File: src/hdl/edge_pkg.sv
package edge_pkg;

    ////////////////////////////////////////
    // Image geometry
    ////////////////////////////////////////

    localparam int IMG_W         = 240;
    localparam int IMG_H         = 172;
    localparam int PIX_COUNT     = IMG_W * IMG_H;  // 41280 pixels
    localparam int BYTES_PER_ROW = IMG_W / 8;      // Eight edge bits per byte
    localparam int EDGE_BYTES    = BYTES_PER_ROW * IMG_H;

    // Edge needs a gray step strictly above this
    localparam logic [7:0] EDGE_THRESH = 8'd24;

    ////////////////////////////////////////
    // Address and counter widths
    ////////////////////////////////////////

    localparam int PIX_AW  = $clog2(PIX_COUNT);
    localparam int EDGE_AW = $clog2(EDGE_BYTES);
    localparam int COL_AW  = $clog2(IMG_W);
    localparam int ROW_AW  = $clog2(IMG_H);

    typedef logic [PIX_AW-1:0]  pix_addr_t;
    typedef logic [EDGE_AW-1:0] edge_addr_t;
    typedef logic [COL_AW-1:0]  col_t;
    typedef logic [ROW_AW-1:0]  row_t;

    // Terminal counts for the scan and readout counters
    localparam col_t       LAST_COL  = col_t'(IMG_W - 1);
    localparam row_t       LAST_ROW  = row_t'(IMG_H - 1);
    localparam edge_addr_t LAST_EDGE = edge_addr_t'(EDGE_BYTES - 1);

    ////////////////////////////////////////
    // Data words
    ////////////////////////////////////////

    // RGB888, red in the top byte
    typedef struct packed {
        logic [7:0] r;
        logic [7:0] g;
        logic [7:0] b;
    } pixel_t;

    // Bit 7 is the leftmost pixel of the group
    typedef logic [7:0] edge_byte_t;

endpackage
File: src/hdl/edge_wr_if.sv
`timescale 1ns/1ps

// Edge-byte write port, mapper to transmit buffer
interface edge_wr_if;

    logic                 we;          // One byte per strobe
    edge_pkg::edge_addr_t addr;
    edge_pkg::edge_byte_t data;
    logic                 frame_tick;  // Last byte has been written

    modport mapper (
        output we,
        output addr,
        output data,
        output frame_tick
    );

    modport buffer (
        input we,
        input addr,
        input data,
        input frame_tick
    );

endinterface

File: src/hdl/edge_mapper.sv
`timescale 1ns/1ps

module edge_mapper (
    input  logic                clk,
    input  logic                reset,

    input  logic                start,     // Delayed frame-done pulse

    output logic                oe,
    output edge_pkg::pix_addr_t rd_addr,
    input  edge_pkg::pixel_t    rd_pixel,

    edge_wr_if.mapper           wr,

    output logic                busy
);

    // Address sequencer
    logic                 issuing;
    edge_pkg::col_t       col;
    edge_pkg::row_t       row;
    logic                 last_pix;

    // Read stage, lines up with rd_pixel
    logic                 s1_valid;
    logic                 s1_col0;
    logic                 s1_byte_end;
    logic                 s1_last;

    // Gray stage
    logic [9:0]           gray_sum;
    logic                 s2_valid;
    logic                 s2_col0;
    logic                 s2_byte_end;
    logic                 s2_last;
    logic [7:0]           s2_gray;

    // Difference and pack stage
    logic [7:0]           prev_gray;
    logic [7:0]           abs_diff;
    logic                 edge_bit;
    logic [6:0]           bit_sr;    // Older bits of the current byte
    edge_pkg::edge_addr_t byte_cnt;
    logic                 wr_last;

    ////////////////////////////////////////
    // Read address sequencer
    ////////////////////////////////////////

    assign last_pix = (row == edge_pkg::LAST_ROW) && (col == edge_pkg::LAST_COL);
    assign oe       = issuing;

    always_ff @(posedge clk) begin
        if (reset) begin
            issuing <= 1'b0;
            rd_addr <= '0;
            col     <= '0;
            row     <= '0;
        end else if (start) begin
            issuing <= 1'b1;
            rd_addr <= '0;
            col     <= '0;
            row     <= '0;
        end else if (issuing) begin
            rd_addr <= rd_addr + 1'b1;
            if (col == edge_pkg::LAST_COL) begin
                col <= '0;
                row <= row + 1'b1;
            end else begin
                col <= col + 1'b1;
            end
            if (last_pix) begin
                issuing <= 1'b0;                  // Whole frame issued
            end
        end
    end

    ////////////////////////////////////////
    // Pipeline valids
    ////////////////////////////////////////

    always_ff @(posedge clk) begin
        if (reset) begin
            s1_valid <= 1'b0;
            s2_valid <= 1'b0;
        end else begin
            s1_valid <= issuing;
            s2_valid <= s1_valid;
        end
    end

    // Position flags travel with the data
    always_ff @(posedge clk) begin
        s1_col0     <= (col == '0);
        s1_byte_end <= (col[2:0] == 3'b111);
        s1_last     <= last_pix;
        s2_col0     <= s1_col0;
        s2_byte_end <= s1_byte_end;
        s2_last     <= s1_last;
    end

    ////////////////////////////////////////
    // Gray conversion
    ////////////////////////////////////////

    // (r + 2g + b) / 4, never exceeds 255
    assign gray_sum = {2'b00, rd_pixel.r} + {1'b0, rd_pixel.g, 1'b0} + {2'b00, rd_pixel.b};

    always_ff @(posedge clk) begin
        s2_gray <= gray_sum[9:2];
    end

    ////////////////////////////////////////
    // Neighbour difference and packing
    ////////////////////////////////////////

    assign abs_diff = (s2_gray >= prev_gray) ? (s2_gray - prev_gray) : (prev_gray - s2_gray);
    assign edge_bit = ~s2_col0 && (abs_diff > edge_pkg::EDGE_THRESH);

    always_ff @(posedge clk) begin
        if (s2_valid) begin
            prev_gray <= s2_gray;
            bit_sr    <= {bit_sr[5:0], edge_bit};  // Leftmost pixel ends up in bit 7
        end
        if (s2_valid && s2_byte_end) begin
            wr.data <= {bit_sr, edge_bit};
            wr.addr <= byte_cnt;
        end
    end

    always_ff @(posedge clk) begin
        if (reset) begin
            byte_cnt      <= '0;
            wr.we         <= 1'b0;
            wr_last       <= 1'b0;
            wr.frame_tick <= 1'b0;
            busy          <= 1'b0;
        end else begin
            wr.we         <= s2_valid && s2_byte_end;
            wr_last       <= s2_valid && s2_last;
            wr.frame_tick <= wr.we && wr_last;
            if (start) begin
                byte_cnt <= '0;
            end else if (s2_valid && s2_byte_end) begin
                byte_cnt <= byte_cnt + 1'b1;
            end
            // Busy spans the scan plus pipeline drain
            if (start) begin
                busy <= 1'b1;
            end else if (wr.we && wr_last) begin
                busy <= 1'b0;
            end
        end
    end

endmodule

File: src/flat_wrapper.sv
// flat-port wrapper written by rule: the top's interface ports become plain ports
module edge_mapper_flat 
  (clk, reset, start, oe, rd_addr, rd_pixel, busy, wr_we, wr_addr, wr_data, wr_frame_tick);
  edge_wr_if wr_i ();
  input  logic clk;
  input  logic reset;
  input  logic start;
  output logic oe;
  output edge_pkg::pix_addr_t rd_addr;
  input  edge_pkg::pixel_t rd_pixel;
  output logic busy;
  output wire logic [$bits(wr_i.we)-1:0] wr_we;
  output wire logic [$bits(wr_i.addr)-1:0] wr_addr;
  output wire logic [$bits(wr_i.data)-1:0] wr_data;
  output wire logic [$bits(wr_i.frame_tick)-1:0] wr_frame_tick;
  assign wr_we = wr_i.we;
  assign wr_addr = wr_i.addr;
  assign wr_data = wr_i.data;
  assign wr_frame_tick = wr_i.frame_tick;
  edge_mapper u_core (.clk(clk), .reset(reset), .start(start), .oe(oe), .rd_addr(rd_addr), .rd_pixel(rd_pixel), .wr(wr_i), .busy(busy));
endmodule
File: config.mk
export PLATFORM = sky130hd
export DESIGN_NAME = edge_mapper_flat
export DESIGN_NICKNAME = d
export VERILOG_FILES = /design/src/hdl/edge_pkg.sv /design/src/hdl/edge_wr_if.sv /design/src/hdl/edge_mapper.sv /design/src/flat_wrapper.sv
export SDC_FILE = /design/constraint.sdc
export NUM_CORES = 1
export LEC_CHECK = 0
export BUFFER_PORTS_ARGS = -buffer_cell sky130_fd_sc_hd__buf_2
export CELL_PAD_IN_SITES_DETAIL_PLACEMENT = 1
export CELL_PAD_IN_SITES_GLOBAL_PLACEMENT = 1
export CORE_UTILIZATION = 35
export CTS_BUF_LIST = sky130_fd_sc_hd__clkbuf_8 sky130_fd_sc_hd__clkbuf_16
export CTS_CLUSTER_DIAMETER = 120
export DETAILED_ROUTE_END_ITERATION = 10
export GPL_ROUTABILITY_DRIVEN = 0
export HOLD_SLACK_MARGIN = 0.15
export MAX_ROUTING_LAYER = met4
export PLACE_DENSITY_LB_ADDON = 0.1
export SYNTH_ARGS = -nofsm -noshare
export SYNTH_HDL_FRONTEND = slang
export SYNTH_SLANG_ARGS = --single-unit
File: constraint.sdc
create_clock -name clk -period 3.64 [get_ports clk]
set_clock_uncertainty 0.2 [all_clocks]
set_input_delay 0.728 -clock clk [delete_from_list [all_inputs] [get_ports clk]]
set_output_delay 0.728 -clock clk [all_outputs]
set_load 0.01 [all_outputs]
Yosys cells after proc, flatten, opt, wreduce, memory -nomap -nowiden
Index checks and enable logic that the tools add are counted.
- add/sub/neg operators: 8
- reduce and logical (&&, ||, !) cells: 9
- equality and inequality tests: 3
- mux-type cells: 7
- bitwise operators: 1
- magnitude comparators: 2
- operator list (operator ; number):
    16-bit by 1-bit adder with 16-bit output, second input constant ; 1
    8-bit by 1-bit adder with 8-bit output, second input constant ; 2
    8-bit equality test, second input constant ; 2
    8-bit 2-to-1 mux ; 2
    8-bit subtractor ; 2
    13-bit by 1-bit adder with 13-bit output, second input constant ; 1
    10-bit by 8-bit adder with 10-bit output ; 1
    8-bit by 9-bit adder with 10-bit output ; 1
    8-bit greater-or-equal comparator ; 1
    8-bit by 5-bit > comparator with 1-bit output, second input constant ; 1
    8-bit logical NOT ; 1
    1-bit logical AND ; 5
    1-bit 2-to-1 mux ; 5
    3-bit equality test, second input constant ; 1
    2-bit AND reduction ; 1
    2-bit nonzero test ; 1
    2-bit OR reduction ; 1
    1-bit inverter ; 1
- logic and storage cells: 52
- input bits: 27
- output and inout port bits: 41
- register bits: 102

Longest topological paths before layout
- depth after elaboration: 5
- gate-level depth with buffers: 10
- gate-level depth less buffers: 10

Worst setup path after synthesis
Ideal clock, no wire load.
- kind: input port to flip-flop
- from: input port rd_pixel[2] (netlist bit)
- to: register u_core.s2_gray[6]
- arrival: 2528 ps
- setup slack: 839 ps
- cell stages on the path: 9
- required time: 3368 ps
- cell sequence: fa_1 ha_1 a41o_1 a21oi_1 o21ai_0 o21ai_0 nand2b_1 a21oi_1 xnor2_1
- cells in the longest elaborated chain, start to end: 1
- RTL lines (what ; line ; text):
    start: declaration ; flat_wrapper.sv:10 ; input edge_pkg::pixel_t rd_pixel;
    10-bit by 8-bit adder with 10-bit output ; edge_mapper.sv:107 ; assign gray_sum = {2'b00, rd_pixel.r} + {1'b0, rd_pixel.g, 1'b0} + {2'b00, rd_pixel.b};
    via u_core.gray_sum[8] ; edge_mapper.sv:31 ; logic [9:0] gray_sum;
    end signal: assignment ; edge_mapper.sv:110 ; s2_gray <= gray_sum[9:2];
    end: declaration ; edge_mapper.sv:36 ; logic [7:0] s2_gray;
The timed path passes the listed nets, and every way through them passes these cells.
A chain may end at the register's enable or synchronous reset.

Final worst setup path
- from: register u_core.prev_gray[6]
- to: register u_core.bit_sr[0], data pin
- cells in the longest elaborated chain, start to end: 4
- RTL lines (what ; line ; text):
    start: declaration ; edge_mapper.sv:39 ; logic [7:0] prev_gray;
    start signal: assignment ; edge_mapper.sv:122 ; prev_gray <= s2_gray;
    8-bit subtractor or 8-bit greater-or-equal comparator (tied branches) ; edge_mapper.sv:117 ; assign abs_diff = (s2_gray >= prev_gray) ? (s2_gray - prev_gray) : (prev_gray - s2_gray);
    8-bit 2-to-1 mux (*) ; edge_mapper.sv:117 ;
    8-bit by 5-bit > comparator with 1-bit output (*) ; edge_mapper.sv:118 ; assign edge_bit = ~s2_col0 && (abs_diff > edge_pkg::EDGE_THRESH);
    1-bit logical AND (*) ; edge_mapper.sv:118 ;
    via u_core.edge_bit ; edge_mapper.sv:41 ; logic edge_bit;
    end signal: assignment ; edge_mapper.sv:123 ; bit_sr <= {bit_sr[5:0], edge_bit};
    end: declaration ; edge_mapper.sv:42 ; logic [6:0] bit_sr;
Mark *: on every way through the listed nets, which the timed path passes. The rest lies on a longest branch.

==> impl_metrics.ini <==
[yosys]
syn_inst = 441
synth_top_area_share_pct = 28.19
postSynth.asyncResetShare_pct = 0
synth_edf_count = 36
synth_area_leaders = dfxtp_1 28%, edfxtp_1 23%, ha_1 7.5%
synth_nets = 506
ys_dominant_reg_cell = dfxtp_1
yosysTopAreaCell = dfxtp_1
synth_area_per_cell_um2 = 10.63
synth_seq_cells = 102
yosys_warnings = 0
syn-cell-area_um2 = 4687
yosysSeqAreaShare_pct = 51.25
synthDistinctLibCells = 53

[clocking]
cts_setup_buffers = 0
holdBufCountCts = 3
numCtsBuffers = 9
clk_path_buf_depth = 2
insertion_delay_ps = 350
cts_sinks = 102
htreeDepth = 3
cts_tree = yes
postCtsResizedCells = 0
clk_pin_slew_ps = 70
clockRootBuffer = clkbuf_16

[worst_setup_path]
cp_cell_sequence = inv_1 > ha_1 > nand2_1 > nor2_1 > a311oi_4 > a2111oi_0 > a211oi_1 > o311ai_1 > o32ai_2
crit_fanout = 10
crit_path_end_kind = register
timing.critical_path.buf_inv = 1
arrival_ps = 2860
cpPeakStageDelay_ps = 570
slowest_stage = a2111oi_0
critPathKind = register to register
start_kind = register
crit_required_ps = 3520
cp_top_family = compound AO/OA/AOI/OAI gates

[global_route]
antenna_found_initial = 0
first_global_vias = 3374
met2_usage_pct = 21.36
grt_busiest_layer = met2
grt_util_all_layers_pct = 15.06
use_met1_pct = 20.33
grt_pass1_wl_mm = 16.22
gr-usage-met3_pct = 3.198
grt.overflow.total = 0
grt_max_degree = 42

[place]
port_buffers = 67
dpl_cell_area_um2 = 5224
hpwl_mm = 6.976

[timing]
rsz0062_at_grt = false
max_freq_mhz = 336.3
tns_ps = 0
hold_viol = 0
worst_hold_slack_ps = 221.7
slew_violations = 0
period_needed_ps = 2973
setup_violations = 0
tightest_slew_ps = 799.6
finalCritPeriodShare_pct = 81.68
relSlewSlack_pct = 46.69

[floorplanning]
boundaryPins = 68
coreArea_um2 = 12820
die-area_um2 = 13860
initial_core_util_pct = 36.55
rows = 41
die_h_um = 117.7
die_w_um = 117.7

[detailed_routing]
drt_iter0_drc = 136
vias_per_cell = 4.830
drc = 0
vias = 3347
firstDrtPassIters = 4
routed_wl_mm = 9.398
ant_nets = 0
wire_per_inst_um = 13.56

[layout]
final_common_cell = buf_2
antenna_cells = 0
nNetsFinal = 581
syn_to_final_growth_pct = 18.10
layout_common_cells = 67 x buf_2, 66 x dfxtp_1, 61 x nor2_1, 36 x edfxtp_1, 31 x nand2_1
final_area_um2 = 5535
nFillCells = 1456
drive_gt1_share_pct = 18.04

[pwr]
power_leakage_uw = 0.002243
power_density_nw_per_um2 = 529.7
ir_drop_mv = 0.2125

[worst_hold_path]
hold_class = register to register

[flow_run]
cap_violations = 0

[run_status]
outcome = complete, no violations
per-stage QoR:
stage | util (%) | setup WS, ps | power [uW] | std cells
after floorplan | - | 839.5 | 1843 | 441
after global placement | 40.73 | 612.1 | 2022 | 674
after detailed placement | 40.73 | 545.8 | 2040 | 674
after CTS | 43.16 | 697.6 | 2974 | 693
after global routing | 43.16 | 412.0 | 3112 | 693
final | 43.16 | 666.9 | 2932 | 693
state kept, by name, indices dropped and copies added, names as in the netlist, 7 cells and up:
name and flops:
u_core.rd_addr 16, u_core.prev_gray 8, u_core.row 8, u_core.byte_cnt 13
u_core.bit_sr 7, u_core.col 8, u_core.wr.addr 13, u_core.s2_gray 8
u_core.wr.data 8
Yosys cell counts, drive strengths merged, types with 3 or more instances:
cell type	n
mux2i	5
a211oi	3
dfxtp	66
xnor2	17
nand3	9
nand2	31
nor3	5
nand2b	7
a21oi	23
nand4	13
or3	5
ha	28
inv	25
fa	10
nor2b	3
xor2	26
nor2	62
o21ai	17
edfxtp	36
clkbuf	7
and3	8
worst paths after layout:
kind / slack, ps / startpoint / cells after the start / end
max: 670 / u_core.prev_gray[6] / 9 / u_core.bit_sr[0]
max reg2reg: 670 / u_core.prev_gray[6] / 9 / u_core.bit_sr[0]
min reg2reg: 220 / u_core.s2_last / 2 / u_core.wr_last
min: 220 / u_core.s2_last / 2 / u_core.wr_last
power by group:
part,switching (uW),internal (uW)
combinational,417,314
clock,449,474
sequential,43.0,1230
final cells by class:
cell class / count / area [um^2] / share of cell area (%)
Multi-Input combinational cell: 305 / 2155 / 38.92
Clock buffer: 9 / 225.2 / 4.069
Inverter: 25 / 93.84 / 1.695
Timing Repair Buffer: 73 / 387.9 / 7.007
Sequential cell: 102 / 2402 / 43.40
Clock inverter: 7 / 56.30 / 1.017
Tap cell: 172 / 215.2 / 3.888
per-layer routing:
layer / routed length [um] / up-vias
li1: - / 1676
met1: 4888 / 1588
met2: 3991 / 68
met3: 302 / 15
met4: 216 / 0
met5: 0 / -
logic make-up after synthesis:
kind of cell | synth area share, %
simple gates | 15.88
compound gates | 8.997
mux | 1.308
fa+ha+maj | 11.75
flops | 51.25
xor+xnor | 8.035
buf+inv | 2.776
worst register-to-register path: cells and delay by family (launching register included):
family	cells	cell delay, ps
buffers and inverters	1	50
adder cells (fa/ha/maj)	1	450
flip-flops	1	350
AO/OA/AOI/OAI	5	1180
AND/OR/NAND/NOR	2	480
Power figures use the tool's default switching activity.
